[config.mk]
export PLATFORM = sky130hd
export DESIGN_NAME = router_top
export DESIGN_NICKNAME = d
export VERILOG_FILES = /design/src/hw/noc_pkg.sv /design/src/hw/router_top.sv /design/src/hw/egress_stage.sv /design/src/hw/output_module.sv /design/src/hw/input_stage.sv /design/src/hw/rr_arbiter.sv
export SDC_FILE = /design/constraint.sdc
export NUM_CORES = 1
export LEC_CHECK = 0
export BUFFER_PORTS_ARGS = -buffer_cell sky130_fd_sc_hd__buf_2
export CAP_MARGIN = 20
export CORE_MARGIN = 8
export CORE_UTILIZATION = 40
export CTS_BUF_LIST = sky130_fd_sc_hd__clkbuf_8
export DETAILED_ROUTE_END_ITERATION = 10
export GPL_TIMING_DRIVEN = 1
export SLEW_MARGIN = 20
export SYNTH_ARGS = -nofsm -noshare
export SYNTH_HDL_FRONTEND = slang
export SYNTH_HIERARCHICAL = 1
export SYNTH_SLANG_ARGS = --single-unit
[constraint.sdc]
create_clock -name clk -period 5.8 [get_ports clk]
set_clock_uncertainty 0.05 [all_clocks]
set_input_delay 1.16 -clock clk [delete_from_list [all_inputs] [get_ports clk]]
set_output_delay 1.16 -clock clk [all_outputs]
set_load 0.01 [all_outputs]
[src/hw/noc_pkg.sv]
// Shared router constants, flit encodings and handshake structs, referenced by scoped name.
`default_nettype none

package noc_pkg;

  // Router geometry.
  // Four ports and two virtual channels per output link.
  localparam int N_PORTS    = 4;
  localparam int N_VIRT_CHN = 2;
  localparam int VC_W       = 1;
  localparam int PORT_W     = $clog2(N_PORTS);

  // When set, the higher virtual channel wins an output over a lower one.
  localparam bit H_PRIORITY = 1'b1;

  // A head flit with this size carries the whole packet by itself.
  localparam int MIN_SIZE_FLIT = 0;

  // Input and egress buffers share one depth.
  // The pointer and count widths follow from it.
  localparam int FIFO_DEPTH = 2;
  localparam int FIFO_PTR_W = $clog2(FIFO_DEPTH);
  localparam int FIFO_CNT_W = $clog2(FIFO_DEPTH + 1);

  // Flit type field, found in the top two bits of every flit word.
  typedef enum logic [1:0] {
    HEAD_FLIT = 2'd0,
    BODY_FLIT = 2'd1,
    TAIL_FLIT = 2'd2
  } flit_type_e;

  // Head view of a flit word.
  // The tag carries the source identity used by the sinks.
  typedef struct packed {
    flit_type_e        type_f;
    logic [PORT_W-1:0] dest;
    logic [7:0]        pkt_size;
    logic [19:0]       tag;
  } s_flit_head_t;

  // Body and tail view of a flit word.
  typedef struct packed {
    flit_type_e  type_f;
    logic [29:0] payload;
  } s_flit_body_t;

  // One 32-bit flit word, decoded as head or as body depending on type_f.
  typedef union packed {
    s_flit_head_t head;
    s_flit_body_t body;
  } flit_data_u;

  // Forward half of a valid/ready link.
  typedef struct packed {
    logic            valid;
    logic [VC_W-1:0] vc_id;
    flit_data_u      fdata;
  } s_flit_req_t;

  // Backward half of a valid/ready link.
  typedef struct packed {
    logic ready;
  } s_flit_resp_t;

endpackage

`default_nettype wire
[src/hw/router_top.sv]
// Four-port wormhole router with virtual channels; the top that the testbench instantiates.
`timescale 1ns/1ns
`default_nettype none

module router_top (
  input  logic                                         clk,
  input  logic                                         reset_i,
  input  noc_pkg::s_flit_req_t  [noc_pkg::N_PORTS-1:0] in_req_i,
  output noc_pkg::s_flit_resp_t [noc_pkg::N_PORTS-1:0] in_resp_o,
  output noc_pkg::s_flit_req_t  [noc_pkg::N_PORTS-1:0] out_req_o,
  input  noc_pkg::s_flit_resp_t [noc_pkg::N_PORTS-1:0] out_resp_i
);

  // Crossbar requests and responses.
  // Both are indexed by output first and then by input.
  noc_pkg::s_flit_req_t  [noc_pkg::N_PORTS-1:0][noc_pkg::N_PORTS-1:0] im_req;
  noc_pkg::s_flit_resp_t [noc_pkg::N_PORTS-1:0][noc_pkg::N_PORTS-1:0] im_resp;

  // Links between the output modules and the egress buffers.
  noc_pkg::s_flit_req_t  [noc_pkg::N_PORTS-1:0] om_req;
  noc_pkg::s_flit_resp_t [noc_pkg::N_PORTS-1:0] om_resp;

  input_stage u_input_stage (
    .clk       (clk),
    .reset_i   (reset_i),
    .in_req_i  (in_req_i),
    .in_resp_o (in_resp_o),
    .om_req_o  (im_req),
    .om_resp_i (im_resp)
  );

  // One output module per port, each seeing every input's request toward it.
  for (genvar o = 0; o < noc_pkg::N_PORTS; o++) begin : g_out
    output_module u_output_module (
      .clk         (clk),
      .reset_i     (reset_i),
      .fin_req_i   (im_req[o]),
      .fin_resp_o  (im_resp[o]),
      .fout_req_o  (om_req[o]),
      .fout_resp_i (om_resp[o])
    );
  end

  egress_stage u_egress_stage (
    .clk        (clk),
    .reset_i    (reset_i),
    .om_req_i   (om_req),
    .om_resp_o  (om_resp),
    .out_req_o  (out_req_o),
    .out_resp_i (out_resp_i)
  );

endmodule

`default_nettype wire

[src/hw/egress_stage.sv]
// Router output side: per-port flit buffers that drive the external links.
`timescale 1ns/1ns
`default_nettype none

module egress_stage (
  input  logic                                         clk,
  input  logic                                         reset_i,
  input  noc_pkg::s_flit_req_t  [noc_pkg::N_PORTS-1:0] om_req_i,
  output noc_pkg::s_flit_resp_t [noc_pkg::N_PORTS-1:0] om_resp_o,
  output noc_pkg::s_flit_req_t  [noc_pkg::N_PORTS-1:0] out_req_o,
  input  noc_pkg::s_flit_resp_t [noc_pkg::N_PORTS-1:0] out_resp_i
);

  for (genvar o = 0; o < noc_pkg::N_PORTS; o++) begin : g_out

    noc_pkg::flit_data_u            mem_data_q [noc_pkg::FIFO_DEPTH];
    logic [noc_pkg::VC_W-1:0]       mem_vc_q   [noc_pkg::FIFO_DEPTH];
    logic [noc_pkg::FIFO_PTR_W-1:0] wr_ptr_q;
    logic [noc_pkg::FIFO_PTR_W-1:0] rd_ptr_q;
    logic [noc_pkg::FIFO_CNT_W-1:0] count_q;
    logic [noc_pkg::FIFO_CNT_W-1:0] count_nxt;
    logic                           ready_q;
    logic                           push;
    logic                           pop;

    assign push = om_req_i[o].valid && ready_q;
    assign pop  = (count_q != '0) && out_resp_i[o].ready;

    always_comb begin
      count_nxt = count_q;
      if (push && !pop) begin
        count_nxt = count_q + 1'b1;
      end else if (!push && pop) begin
        count_nxt = count_q - 1'b1;
      end
    end

    always_ff @(posedge clk) begin
      if (push) begin
        mem_data_q[wr_ptr_q] <= om_req_i[o].fdata;
        mem_vc_q[wr_ptr_q]   <= om_req_i[o].vc_id;
      end
    end

    // Ready toward the arbiters is a flop, so the sink's ready never reaches them.
    always_ff @(posedge clk) begin
      if (reset_i) begin
        wr_ptr_q <= '0;
        rd_ptr_q <= '0;
        count_q  <= '0;
        ready_q  <= 1'b0;
      end else begin
        count_q <= count_nxt;
        ready_q <= (count_nxt < noc_pkg::FIFO_DEPTH);
        if (push) begin
          wr_ptr_q <= wr_ptr_q + 1'b1;
        end
        if (pop) begin
          rd_ptr_q <= rd_ptr_q + 1'b1;
        end
      end
    end

    assign om_resp_o[o].ready = ready_q;

    // The front entry stays put until the sink takes it.
    assign out_req_o[o].valid = (count_q != '0);
    assign out_req_o[o].vc_id = mem_vc_q[rd_ptr_q];
    assign out_req_o[o].fdata = mem_data_q[rd_ptr_q];
  end

endmodule

`default_nettype wire

[src/hw/output_module.sv]
// One router output: per-channel round-robin arbitration and the mux onto the output link.
`timescale 1ns/1ns
`default_nettype none

module output_module (
  input  logic                                         clk,
  input  logic                                         reset_i,
  input  noc_pkg::s_flit_req_t  [noc_pkg::N_PORTS-1:0] fin_req_i,
  output noc_pkg::s_flit_resp_t [noc_pkg::N_PORTS-1:0] fin_resp_o,
  output noc_pkg::s_flit_req_t                         fout_req_o,
  input  noc_pkg::s_flit_resp_t                        fout_resp_i
);

  // Requests and grants, one vector of inputs per virtual channel.
  logic [noc_pkg::N_VIRT_CHN-1:0][noc_pkg::N_PORTS-1:0] req_vc;
  logic [noc_pkg::N_VIRT_CHN-1:0][noc_pkg::N_PORTS-1:0] grant_vc;
  logic [noc_pkg::N_VIRT_CHN-1:0]                       update_vc;

  // The channel and input that own the output this cycle.
  logic                        act_vld;
  logic [noc_pkg::VC_W-1:0]    act_vc;
  logic [noc_pkg::PORT_W-1:0]  act_in;
  noc_pkg::flit_data_u         act_flit;
  logic                        act_last;

  for (genvar v = 0; v < noc_pkg::N_VIRT_CHN; v++) begin : g_vc
    rr_arbiter u_rr_arbiter (
      .clk      (clk),
      .reset_i  (reset_i),
      .update_i (update_vc[v]),
      .req_i    (req_vc[v]),
      .grant_o  (grant_vc[v])
    );
  end

  // Sort the valid inputs into their channel's request vector.
  always_comb begin : sort_requests
    req_vc = '0;
    for (int i = 0; i < noc_pkg::N_PORTS; i++) begin
      for (int v = 0; v < noc_pkg::N_VIRT_CHN; v++) begin
        if (fin_req_i[i].valid && (fin_req_i[i].vc_id == v[noc_pkg::VC_W-1:0])) begin
          req_vc[v][i] = 1'b1;
        end
      end
    end
  end

  // Pick a channel whose granted input has a flit ready.
  // A channel whose locked input is between flits does not block the other channel.
  always_comb begin : select_channel
    act_vld = 1'b0;
    act_vc  = '0;
    if (noc_pkg::H_PRIORITY) begin
      // Ascending scan, the highest channel is written last and wins.
      for (int v = 0; v < noc_pkg::N_VIRT_CHN; v++) begin
        if (|(grant_vc[v] & req_vc[v])) begin
          act_vld = 1'b1;
          act_vc  = v[noc_pkg::VC_W-1:0];
        end
      end
    end else begin
      for (int v = noc_pkg::N_VIRT_CHN - 1; v >= 0; v--) begin
        if (|(grant_vc[v] & req_vc[v])) begin
          act_vld = 1'b1;
          act_vc  = v[noc_pkg::VC_W-1:0];
        end
      end
    end

    // Grants are one-hot, so the scan order here does not matter.
    act_in = '0;
    for (int i = 0; i < noc_pkg::N_PORTS; i++) begin
      if (grant_vc[act_vc][i]) begin
        act_in = i[noc_pkg::PORT_W-1:0];
      end
    end
  end

  assign act_flit = fin_req_i[act_in].fdata;
  assign act_last = (act_flit.body.type_f == noc_pkg::TAIL_FLIT) ||
                    ((act_flit.head.type_f == noc_pkg::HEAD_FLIT) &&
                     (act_flit.head.pkt_size == noc_pkg::MIN_SIZE_FLIT));

  // Forward the winner and give the link's ready back to it alone.
  always_comb begin : output_mux
    fout_req_o.valid = act_vld;
    fout_req_o.vc_id = act_vc;
    fout_req_o.fdata = act_flit;
    fin_resp_o = '0;
    fin_resp_o[act_in].ready = act_vld && fout_resp_i.ready;
  end

  // Release a channel's arbiter on the edge where its packet's last flit transfers.
  always_comb begin : release_pulse
    update_vc = '0;
    update_vc[act_vc] = act_vld && fout_resp_i.ready && act_last;
  end

endmodule

`default_nettype wire

[src/hw/input_stage.sv]
// Router input side: per-port flit FIFOs that route each packet to the output named in its head.
`timescale 1ns/1ns
`default_nettype none

module input_stage (
  input  logic                                                 clk,
  input  logic                                                 reset_i,
  input  noc_pkg::s_flit_req_t  [noc_pkg::N_PORTS-1:0]                        in_req_i,
  output noc_pkg::s_flit_resp_t [noc_pkg::N_PORTS-1:0]                        in_resp_o,
  output noc_pkg::s_flit_req_t  [noc_pkg::N_PORTS-1:0][noc_pkg::N_PORTS-1:0]  om_req_o,
  input  noc_pkg::s_flit_resp_t [noc_pkg::N_PORTS-1:0][noc_pkg::N_PORTS-1:0]  om_resp_i
);

  for (genvar i = 0; i < noc_pkg::N_PORTS; i++) begin : g_in

    // Flit storage.
    // Only the channel id and the flit word are kept, valid is implied by the count.
    noc_pkg::flit_data_u          mem_data_q [noc_pkg::FIFO_DEPTH];
    logic [noc_pkg::VC_W-1:0]     mem_vc_q   [noc_pkg::FIFO_DEPTH];
    logic [noc_pkg::FIFO_PTR_W-1:0] wr_ptr_q;
    logic [noc_pkg::FIFO_PTR_W-1:0] rd_ptr_q;
    logic [noc_pkg::FIFO_CNT_W-1:0] count_q;
    logic [noc_pkg::FIFO_CNT_W-1:0] count_nxt;
    logic                         ready_q;
    logic                         push;
    logic                         pop;

    // Route held between a head flit and its packet's last flit.
    logic [noc_pkg::PORT_W-1:0]   route_q;
    logic                         route_vld_q;

    // Decode of the flit at the front of the FIFO.
    noc_pkg::flit_data_u          front;
    logic                         front_head;
    logic                         front_last;
    logic                         front_vld;
    logic [noc_pkg::PORT_W-1:0]   cur_dest;
    logic                         out_rdy;

    assign push = in_req_i[i].valid && ready_q;
    assign pop  = front_vld && out_rdy;

    always_comb begin
      count_nxt = count_q;
      if (push && !pop) begin
        count_nxt = count_q + 1'b1;
      end else if (!push && pop) begin
        count_nxt = count_q - 1'b1;
      end
    end

    assign front      = mem_data_q[rd_ptr_q];
    assign front_head = (front.head.type_f == noc_pkg::HEAD_FLIT);
    // A packet ends on a tail flit, or on a head flit that has no followers.
    assign front_last = (front.body.type_f == noc_pkg::TAIL_FLIT) ||
                        (front_head && (front.head.pkt_size == noc_pkg::MIN_SIZE_FLIT));

    // A head flit routes itself; later flits follow the latched route.
    assign cur_dest  = front_head ? front.head.dest : route_q;
    assign front_vld = (count_q != '0) && (front_head || route_vld_q);

    // Only the routed output can return ready, so an OR is enough here.
    always_comb begin
      out_rdy = 1'b0;
      for (int o = 0; o < noc_pkg::N_PORTS; o++) begin
        out_rdy = out_rdy | om_resp_i[o][i].ready;
      end
    end

    // Memory writes carry no reset.
    always_ff @(posedge clk) begin
      if (push) begin
        mem_data_q[wr_ptr_q] <= in_req_i[i].fdata;
        mem_vc_q[wr_ptr_q]   <= in_req_i[i].vc_id;
      end
    end

    always_ff @(posedge clk) begin
      if (reset_i) begin
        wr_ptr_q    <= '0;
        rd_ptr_q    <= '0;
        count_q     <= '0;
        ready_q     <= 1'b0;
        route_q     <= '0;
        route_vld_q <= 1'b0;
      end else begin
        count_q <= count_nxt;
        // Ready for the next cycle is taken from the count that cycle will see.
        ready_q <= (count_nxt < noc_pkg::FIFO_DEPTH);
        if (push) begin
          wr_ptr_q <= wr_ptr_q + 1'b1;
        end
        if (pop) begin
          rd_ptr_q <= rd_ptr_q + 1'b1;
          if (front_head) begin
            route_q     <= front.head.dest;
            route_vld_q <= !front_last;
          end else if (front_last) begin
            route_vld_q <= 1'b0;
          end
        end
      end
    end

    assign in_resp_o[i].ready = ready_q;

    // Data goes to every output, but valid only to the routed one.
    for (genvar o = 0; o < noc_pkg::N_PORTS; o++) begin : g_fan
      assign om_req_o[o][i].valid = front_vld && (cur_dest == o);
      assign om_req_o[o][i].vc_id = mem_vc_q[rd_ptr_q];
      assign om_req_o[o][i].fdata = front;
    end
  end

endmodule

`default_nettype wire

[src/hw/rr_arbiter.sv]
// Round-robin arbiter for four requesters; a grant is locked until the packet's last flit leaves.
`timescale 1ns/1ns
`default_nettype none

module rr_arbiter (
  input  logic                         clk,
  input  logic                         reset_i,
  input  logic                         update_i,
  input  logic [noc_pkg::N_PORTS-1:0]  req_i,
  output logic [noc_pkg::N_PORTS-1:0]  grant_o
);

  // Rotating priority pointer and the locked winner.
  logic [noc_pkg::PORT_W-1:0]  ptr_q;
  logic [noc_pkg::PORT_W-1:0]  win_q;
  logic [noc_pkg::N_PORTS-1:0] grant_q;
  logic                        locked_q;

  // Candidate winner while the arbiter is idle.
  logic [noc_pkg::N_PORTS-1:0] pick;
  logic [noc_pkg::PORT_W-1:0]  pick_idx;
  logic [noc_pkg::PORT_W-1:0]  ptr_nxt;

  // Search from the pointer upward with wrap-around.
  // The loop runs from the farthest offset down, so the nearest requester is written last.
  always_comb begin : pick_next
    logic [noc_pkg::PORT_W-1:0] idx;
    pick     = '0;
    pick_idx = ptr_q;
    for (int k = noc_pkg::N_PORTS - 1; k >= 0; k--) begin
      idx = ptr_q + k[noc_pkg::PORT_W-1:0];
      if (req_i[idx]) begin
        pick     = '0;
        pick[idx] = 1'b1;
        pick_idx = idx;
      end
    end
  end

  // The pointer moves one place past whoever just finished.
  // A head-only packet may finish in the cycle it is picked, before any lock exists.
  always_comb begin : next_pointer
    int unsigned nxt;
    nxt     = int'(locked_q ? win_q : pick_idx) + 1;
    ptr_nxt = nxt[noc_pkg::PORT_W-1:0];
  end

  always_ff @(posedge clk) begin
    if (reset_i) begin
      ptr_q    <= '0;
      win_q    <= '0;
      grant_q  <= '0;
      locked_q <= 1'b0;
    end else if (update_i) begin
      // The last flit left, so release the channel.
      locked_q <= 1'b0;
      grant_q  <= '0;
      ptr_q    <= ptr_nxt;
    end else if (!locked_q && |req_i) begin
      // Hold the new winner until its packet is done.
      locked_q <= 1'b1;
      grant_q  <= pick;
      win_q    <= pick_idx;
    end
  end

  // An idle arbiter grants at once so a flit is not delayed by the lock.
  assign grant_o = locked_q ? grant_q : pick;

endmodule

`default_nettype wire

==> results of run 1 <==
## worst reg2reg max path: cells and delay by family, from the launching register on
family | cells | cell delay, ns
multiplexers | 1 | 0.58
AO/OA/AOI/OAI | 9 | 1.28
buffers and inverters | 6 | 0.96
adder cells (fa/ha/maj) | 1 | 0.29
flip-flops | 1 | 0.39
AND/OR/NAND/NOR | 9 | 2.07
## final cells by class
| cell class | count | share of cell area |
|---|---|---|
| flip-flops and latches | 660 | 0.424 |
| multi-input cells | 2071 | 0.392 |
| repair buffers | 570 | 0.0849 |
| clock buffers | 121 | 0.0381 |
| well taps | 1287 | 0.0369 |
| clock inverters | 81 | 0.0128 |
| inverters | 121 | 0.0104 |
| diodes | 10 | 0.000573 |
## cells by family (layout without fill, tap and decap cells)
logic type,Yosys count,count (layout),synth area share
AO/OA/AOI/OAI,764,764,0.139
XOR/XNOR,31,31,0.00686
adder cells (fa/ha/maj),88,88,0.0278
buffers and inverters,696,893,0.118
flip-flops,660,660,0.468
multiplexers,459,459,0.143
other,0,10,0
AND/OR/NAND/NOR,727,729,0.0978
## cells in the mapped netlist, types with 11 or more instances
master,n
sky130_fd_sc_hd__mux2_2,185
sky130_fd_sc_hd__nand2_1,154
sky130_fd_sc_hd__ha_1,88
sky130_fd_sc_hd__buf_6,31
sky130_fd_sc_hd__or3b_2,17
sky130_fd_sc_hd__o22ai_1,28
sky130_fd_sc_hd__nor3_1,33
sky130_fd_sc_hd__mux4_2,17
sky130_fd_sc_hd__o21ai_0,92
sky130_fd_sc_hd__a2111o_1,16
sky130_fd_sc_hd__dfxtp_1,132
sky130_fd_sc_hd__o221ai_1,33
sky130_fd_sc_hd__buf_2,64
sky130_fd_sc_hd__a211oi_1,41
sky130_fd_sc_hd__a22oi_1,217
sky130_fd_sc_hd__mux2i_1,127
sky130_fd_sc_hd__and2_1,49
sky130_fd_sc_hd__or2_2,22
sky130_fd_sc_hd__edfxtp_1,528
sky130_fd_sc_hd__nor2_1,210
sky130_fd_sc_hd__nor3b_1,37
sky130_fd_sc_hd__buf_4,412
sky130_fd_sc_hd__inv_1,119
sky130_fd_sc_hd__clkbuf_1,43
sky130_fd_sc_hd__and3_1,24
sky130_fd_sc_hd__nand3_1,14
sky130_fd_sc_hd__mux2_4,120
sky130_fd_sc_hd__nand2b_1,58
sky130_fd_sc_hd__buf_12,12
sky130_fd_sc_hd__xor2_1,18
sky130_fd_sc_hd__nor4_1,21
sky130_fd_sc_hd__a221o_1,11
sky130_fd_sc_hd__nor2b_1,31
sky130_fd_sc_hd__o21ai_1,25
sky130_fd_sc_hd__a21oi_1,126
sky130_fd_sc_hd__o211ai_1,20
sky130_fd_sc_hd__xnor2_1,13
sky130_fd_sc_hd__buf_1,13
sky130_fd_sc_hd__a221oi_1,48
## where the power goes
part | internal [W] | leakage, nW | total [W] | switching, W
Sequential | 0.00525 | 5.85 | 0.00529 | 0.0000427
Clock | 0.00224 | 1.28 | 0.00417 | 0.00193
Combinational | 0.000341 | 8.99 | 0.000969 | 0.000628
Total | 0.00783 | 16.1 | 0.0104 | 0.00260
## through the flow
step / setup slack (ns) / cell area, um2
finish: 0.0994 / 43700
global route: -0.0888 / 43700
CTS: 0.00244 / 42600
detailed placement: -0.306 / 40400
global placement: -0.242 / 40400
floorplan: 0.387 / 39600
## cells in the final DEF, fill, tap and decap left out, types with 24 or more instances in the layout
master | synthesis | routed
sky130_fd_sc_hd__o21ai_0 | 92 | 91
sky130_fd_sc_hd__o22ai_1 | 28 | 28
sky130_fd_sc_hd__nor2b_1 | 31 | 25
sky130_fd_sc_hd__o21ai_1 | 25 | 24
sky130_fd_sc_hd__a221oi_1 | 48 | 46
sky130_fd_sc_hd__and2_1 | 49 | 44
sky130_fd_sc_hd__mux2_2 | 185 | 189
sky130_fd_sc_hd__edfxtp_1 | 528 | 528
sky130_fd_sc_hd__nand2_1 | 154 | 154
sky130_fd_sc_hd__o221ai_1 | 33 | 30
sky130_fd_sc_hd__mux2_4 | 120 | 121
sky130_fd_sc_hd__buf_2 | 64 | 280
sky130_fd_sc_hd__a211oi_1 | 41 | 34
sky130_fd_sc_hd__clkbuf_8 | 0 | 121
sky130_fd_sc_hd__nor3b_1 | 37 | 30
sky130_fd_sc_hd__a22oi_1 | 217 | 212
sky130_fd_sc_hd__inv_1 | 119 | 156
sky130_fd_sc_hd__mux2i_1 | 127 | 112
sky130_fd_sc_hd__nor3_1 | 33 | 26
sky130_fd_sc_hd__buf_4 | 412 | 276
sky130_fd_sc_hd__a21oi_1 | 126 | 104
sky130_fd_sc_hd__dfxtp_1 | 132 | 124
sky130_fd_sc_hd__ha_1 | 88 | 84
sky130_fd_sc_hd__nor2_1 | 210 | 188
sky130_fd_sc_hd__nand2b_1 | 58 | 56
## state kept, by name (all words and copies together) (netlist names), named ones only
register	flops
g_out.u_output_module/g_vc.u_rr_arbiter/win_q	16
u_input_stage/g_in.mem_vc_q	8
u_egress_stage/g_out.mem_vc_q	8
u_egress_stage/g_out.rd_ptr_q	4
g_out.u_output_module/g_vc.u_rr_arbiter/ptr_q	16
u_egress_stage/g_out.wr_ptr_q	4
u_input_stage/g_in.ready_q	4
g_out.u_output_module/g_vc.u_rr_arbiter/grant_q	32
u_input_stage/g_in.mem_data_q	256
u_egress_stage/g_out.count_q	4
u_input_stage/g_in.rd_ptr_q	4
u_input_stage/g_in.route_q	8
u_input_stage/g_in.count_q	4
u_input_stage/g_in.route_vld_q	4
u_egress_stage/g_out.ready_q	4
g_out.u_output_module/g_vc.u_rr_arbiter/locked_q	8
u_egress_stage/g_out.mem_data_q	256
u_input_stage/g_in.wr_ptr_q	4
## how the worst min path moves through the flow
stage	slack, ns	from	end	cells after the start
floorplan	0.39	flip-flop	flip-flop	2
global placement	0.41	flip-flop	flip-flop	2
detailed placement	0.41	flip-flop	flip-flop	2
CTS	0.42	flip-flop	flip-flop	2
global route	0.44	flip-flop	flip-flop	2
finish	0.42	flip-flop	flip-flop	2
## routing by layer
layer,share of wire,global-route usage,vias to the layer above
met1,0.44,0.287,13600
met4,0.032,0.0701,14
met5,0.00080,0,-
li1,-,-,12700
met2,0.44,0.313,1252
met3,0.091,0.0493,240
## what timing repair did
action                     in CTS  in global routing
setup buffers                   0                 44
setup endpoints to repair       9                 96
gates resized for setup         6                142
pin swaps                       0                 37
cloned                          0                  3
==> summary.md, run 1 <==
### Finish
• **final-stage net count** 3763
• **storage element area** 0.0185 mm2
• **total area of multi-input combinational cells** 0.0171 mm2
• **fill cell instance count of the final layout** 9089
• **fraction of layout cells with a size suffix above 1** 0.353
• **final cell count without fillers** 4921
• **Area growth syn-to-layout** 10.4%
• **core utilization of the finished layout** 0.445

### Placed design
• **final estimated routing congestion in global placement** 0.918
• **number of I/O port buffers** 281
• **Placed Instances** 4662
• **half-perimeter wire length after placement** 87.6 mm

### Clock network
• **H-tree lvl count** 3
• **number of sinks handled by clock tree synthesis** 660
• **number of buffers created by CTS** 109
• **clock tree from TritonCTS** yes
• **clock slew seen by the registers of the worst setup and hold paths** 0.06 ns
• **cell at the root of the clock tree** sky130_fd_sc_hd__clkbuf_8
• **maximum buffer depth of the clock tree** 3
• **number of buffers inserted for hold repair after clock tree synthesis** 0
• **clock network latency to the later pin of the worst-skew pair** 0.78 ns

### Timing
• **shortest clock period the worst path allows after layout** 5.70 ns
• **worst hold margin** 0.424 ns
• **# setup viols final** 0
• **setup repair after global routing missed its margin** yes
• **Pins Over Slew Limit** 0
• **final number of hold-violating endpoints** 0
• **highest attainable clock frequency** 175 MHz
• **actual transition at the worst max-transition pin** 1.09 ns
• **period utilisation layout** 0.983
• **Slew HR** 0.271
• **Setup TNS Final** 0 ns

### Critical path
• **number of cells on the critical path** 26
• **CP Launch Point** u_input_stage/g_in[0].mem_data_q[1][31]$_DFFE_PP_
• **Crit path required time** 6.41 ns
• **worst-path maximum fanout** 10
• **slowest library cell on the worst path** sky130_fd_sc_hd__mux4_2
• **Crit Path Class** flip-flop to flip-flop
• **register-to-register setup slack** 0.1 ns
• **cells on worst reg2reg path** 26
• **r2r startpoint** u_input_stage/g_in[0].mem_data_q[1][31]$_DFFE_PP_
• **most prevalent standard cell on the critical path** sky130_fd_sc_hd__buf_4
• **kind of end point of the critical path** flip-flop
• **critical path data arrival time** 6.31 ns
• **Largest stage delay, worst path** 0.57 ns
• **cell family with the largest share of critical-path delay** simple AND/OR/NAND/NOR gates
• **number of buffers and inverters on the critical path** 6
• **type of origin of the critical path** flip-flop

### Global route
• **number of global-route vias before repair** 26100
• **wire length of the first global-routing pass** 170 mm
• **overall overflow remaining after global route** 0
• **Total Routing Usage GR** 0.206
• **antenna violations before repair** 19
• **maximum number of pins on one net before global-route repair** 54

### Outcome
• **outcome** complete, no violations

### Synthesis
• **mean cell area of the mapped netlist** 11.5 um2
• **cells after synthesis** 3425
• **library cell occupying the most area in the post-synthesis netlist** sky130_fd_sc_hd__edfxtp_1
• **number of distinct standard cells referenced by the synthesized netlist** 78
• **post-synthesis register bit count** 660
• **sequential element share of the synthesized area** 0.468
• **synthesized netlist net count** 3655
• **share of the synthesized area in the top cell type** 0.401
• **fraction of registers with async set/reset** 0
• **commonest register cell after synthesis** sky130_fd_sc_hd__edfxtp_1
• **total of warnings raised by yosys** 6
• **leading cell types by total area after synthesis** sky130_fd_sc_hd__edfxtp_1 40%, sky130_fd_sc_hd__buf_4 7.8%, sky130_fd_sc_hd__dfxtp_1 6.7%
• **Syn Std Cell Area** 0.0396 mm2
• **count of flip-flops with a built-in enable after synthesis** 528

### Drt
• **average wire length per cell after detail routing** 24.2 um
• **per-cell via count in the routed design** 5.65
• **1st-pass router iterations** 6
• **Routed Antenna Nets** 0
• **DRC Markers** 0
• **Routed Wire Length** 119 mm
• **drt initial violations** 2920
• **total via count in the routed design** 27800

### Min path
• **class of the tightest hold or removal check** flip-flop to flip-flop

### Floorplan
• **count of standard-cell rows** 115
• **die area** 0.109 mm2
• **Floorplan Core Area** 0.0981 mm2
• **Die Span X** 330 um
• **height of the die** 330 um
• **Initial Utilization** 0.403
• **count of pins on the block boundary** 282

### Power and ir drop
• **Pwr per Cell Area** 239 mW/mm2
• **leakage power** 16.1 nW
• **Overall Power** 0.0104 W
• **IR Drop Worst-Case VDD** 0.000165 V

### Run
• **Max Cap Viol** 0

(Power assumes the default switching activity.)
==> run 2, diff against run 1 <==
==> constraint.sdc (replaced) <==
create_clock -name clk -period 5.3 [get_ports clk]
set_clock_uncertainty 0.05 [all_clocks]
set_input_delay 1.06 -clock clk [delete_from_list [all_inputs] [get_ports clk]]
set_output_delay 1.06 -clock clk [all_outputs]
set_load 0.01 [all_outputs]
==> run 2 against run 1 <==
  * The run now ends with setup timing left
  * Critical path depth is 1 lower
  * Clock-buffer cell count decreased by 10
  * Non-clock buffer count is 274 higher
  * Design area is 6.8% higher
  * Total power is 7.4% higher
  * Cell count is 5.3% higher
  * Largest power group unchanged
  * Highest routed layer unchanged
==> summary.md, run 2 (synthesis gave the netlist of run 1 again) <==
### Outcome
• **outcome** finished, violations left
• **violated checks** setup timing

### Clock network
• **H-tree lvl count** 3, unchanged
• **cell at the root of the clock tree** sky130_fd_sc_hd__clkbuf_8
• **maximum buffer depth of the clock tree** 3, unchanged
• **clock network latency to the later pin of the worst-skew pair** 0.79 ns, about the same
• **number of buffers inserted for hold repair after clock tree synthesis** 0, unchanged
• **clock slew seen by the registers of the worst setup and hold paths** 0.07 ns, about the same
• **number of buffers created by CTS** 107, -1.8%
• **clock tree from TritonCTS** yes
• **number of sinks handled by clock tree synthesis** 660, unchanged

### Global route
• **wire length of the first global-routing pass** 177 mm, +4.3%
• **number of global-route vias before repair** 27700, +5.9%
• **Total Routing Usage GR** 0.213, +0.00680
• **antenna violations before repair** 13, -6
• **overall overflow remaining after global route** 0, unchanged
• **maximum number of pins on one net before global-route repair** 47, -13%

### Floorplan
• **Initial Utilization** 0.403, unchanged
• **Die Span X** 330 um, unchanged
• **count of pins on the block boundary** 282, unchanged
• **Floorplan Core Area** 0.0981 mm2, unchanged
• **count of standard-cell rows** 115, unchanged
• **die area** 0.109 mm2, unchanged
• **height of the die** 330 um, unchanged

### Critical path
• **critical path data arrival time** 6.06 ns, -0.25 ns
• **type of origin of the critical path** flip-flop
• **kind of end point of the critical path** flip-flop
• **worst-path maximum fanout** 8, -2
• **Crit path required time** 5.89 ns, -0.52 ns
• **Crit Path Class** flip-flop to flip-flop

### Placed design
• **final estimated routing congestion in global placement** 0.929, +1.3%
• **half-perimeter wire length after placement** 89.6 mm, +2.3%
• **number of I/O port buffers** 281, unchanged
• **Placed Instances** 4825, +3.5%

### Timing
• **# setup viols final** 64, +64
• **period utilisation layout** 1.03, +0.0491
• **setup repair after global routing missed its margin** yes
• **actual transition at the worst max-transition pin** 1.12 ns, +0.0268 ns
• **Slew HR** 0.253, -0.0179
• **worst hold margin** 0.408 ns, -0.0158 ns
• **shortest clock period the worst path allows after layout** 5.47 ns, -0.231 ns
• **highest attainable clock frequency** 183 MHz, +4.2%
• **Pins Over Slew Limit** 0, unchanged
• **final number of hold-violating endpoints** 0, unchanged
• **smallest setup slack after layout** -0.169 ns, -0.269 ns

### Finish
• **fraction of layout cells with a size suffix above 1** 0.434, +0.0806
• **final-stage net count** 4033, +7.2%
• **Area growth syn-to-layout** 17.9%
• **commonest cells after routing, fill and taps aside** 528 x sky130_fd_sc_hd__edfxtp_1, 508 x sky130_fd_sc_hd__buf_4, 281 x sky130_fd_sc_hd__buf_2
• **most common cell after layout, fill and taps aside** sky130_fd_sc_hd__edfxtp_1
• **final cell count without fillers** 5180, +5.3%
• **largest registers** u_egress_stage/g_out.mem_data_q x256, u_input_stage/g_in.mem_data_q x256, g_out.u_output_module/g_vc.u_rr_arbiter/grant_q x32

### Drt
• **Routed Wire Length** 122 mm, +2.8%
• **1st-pass router iterations** 6, unchanged
• **per-cell via count in the routed design** 5.54, -1.8%
• **total via count in the routed design** 28700, +3.3%
• **Routed Antenna Nets** 0, unchanged
• **drt initial violations** 2892, -0.96%
• **DRC Markers** 0, unchanged
• **average wire length per cell after detail routing** 23.6 um, -2.4%

### Power and ir drop
• **leakage power** 17.6 nW, +9.1%
• **Pwr per Cell Area** 240 mW/mm2, +0.55%
• **IR Drop Worst-Case VDD** 0.000266 V, +61%

### Run
• **Max Cap Viol** 0, unchanged

### Min path
• **class of the tightest hold or removal check** input pin to flip-flop

==> run 2: worst paths after layout <==
check,from,endpoint,slack (ns),cells after the start
worst max-delay path,u_input_stage/g_in[3].mem_data_q[1][31]$_DFFE_PP_,flip-flop,-0.17,25
worst max register to register,u_input_stage/g_in[3].mem_data_q[1][31]$_DFFE_PP_,flip-flop,-0.17,25
worst min-delay path,in_req_i[48],u_input_stage/g_in[1].mem_data_q[0][14]$_DFFE_PP_,0.41,1
worst min register to register,flip-flop,flip-flop,0.43,2
==> run 2: area by class of cell <==
cell class              instances  area [um2]
inverters                     121         454
fillers                      8899       51500
clock buffers                 111        1530
multi-input cells            2069       18000
flip-flops and latches        660       18500
clock inverters                79         487
diodes                          9        22.5
well taps                    1287        1610
repair buffers                844        6030
==> run 2: where the power goes <==
| group | switching [W] | internal, W | leakage [nW] | total [W] |
|---|---|---|---|---|
| Combinational | 0.000728 | 0.000463 | 10.6 | 0.00119 |
| Clock | 0.00210 | 0.00211 | 1.16 | 0.00421 |
| Sequential | 0.0000515 | 0.00574 | 5.85 | 0.00579 |
==> run 2: timing repair <==
| action | in CTS | in global routing |
|---|---|---|
| gates resized for setup | 176 | 204 |
| buffers inserted | 132 | 34 |
| endpoints found under the setup margin | 96 | 149 |
| cloned | 1 | 1 |
| pin swaps | 89 | 109 |
==> run 2: layer usage <==
metal  global-route usage  vias to the layer above  share of wire
met5                    0                        -        0.00041
met4               0.0706                        8          0.034
met3               0.0545                      257          0.089
met2                0.335                     1209           0.45
met1                0.286                    14000           0.42
li1                     -                    13200              -
==> run 2: critical path: stages (launching register included) <==
cell                       delay [ns]
sky130_fd_sc_hd__edfxtp_1        0.39
sky130_fd_sc_hd__or3b_4          0.44
sky130_fd_sc_hd__buf_4           0.16
sky130_fd_sc_hd__o221ai_4        0.24
sky130_fd_sc_hd__nor2_4          0.10
sky130_fd_sc_hd__buf_6           0.13
sky130_fd_sc_hd__and2_4          0.16
sky130_fd_sc_hd__mux4_2          0.56
sky130_fd_sc_hd__a22oi_2         0.25
sky130_fd_sc_hd__a21oi_2         0.10
sky130_fd_sc_hd__nor3b_2         0.26
sky130_fd_sc_hd__a21oi_4         0.07
sky130_fd_sc_hd__nand3_2         0.14
sky130_fd_sc_hd__nand4_4         0.13
sky130_fd_sc_hd__buf_6           0.17
sky130_fd_sc_hd__nand3b_1        0.28
sky130_fd_sc_hd__buf_4           0.22
sky130_fd_sc_hd__and3_1          0.17
sky130_fd_sc_hd__nor4_2          0.30
sky130_fd_sc_hd__buf_4           0.23
sky130_fd_sc_hd__nor2_4          0.05
sky130_fd_sc_hd__o21ai_4         0.09
sky130_fd_sc_hd__inv_2           0.07
sky130_fd_sc_hd__ha_4            0.29
sky130_fd_sc_hd__a21oi_1         0.06
sky130_fd_sc_hd__a221oi_2        0.24
==> run 2: metrics by stage <==
step                setup TNS [ns]  worst slack [ns]   util  instance area (um2)  power (W)
global placement            -18.07            -0.435  0.425                41700    0.00692
finish                       -3.52            -0.169  0.475                46600     0.0112
detailed placement          -24.18            -0.534  0.426                41800    0.00694
floorplan                        0            0.0122      -                39600    0.00661
CTS                         -0.175           -0.0669  0.464                45500     0.0112
global route                -19.16            -0.316  0.475                46600     0.0116
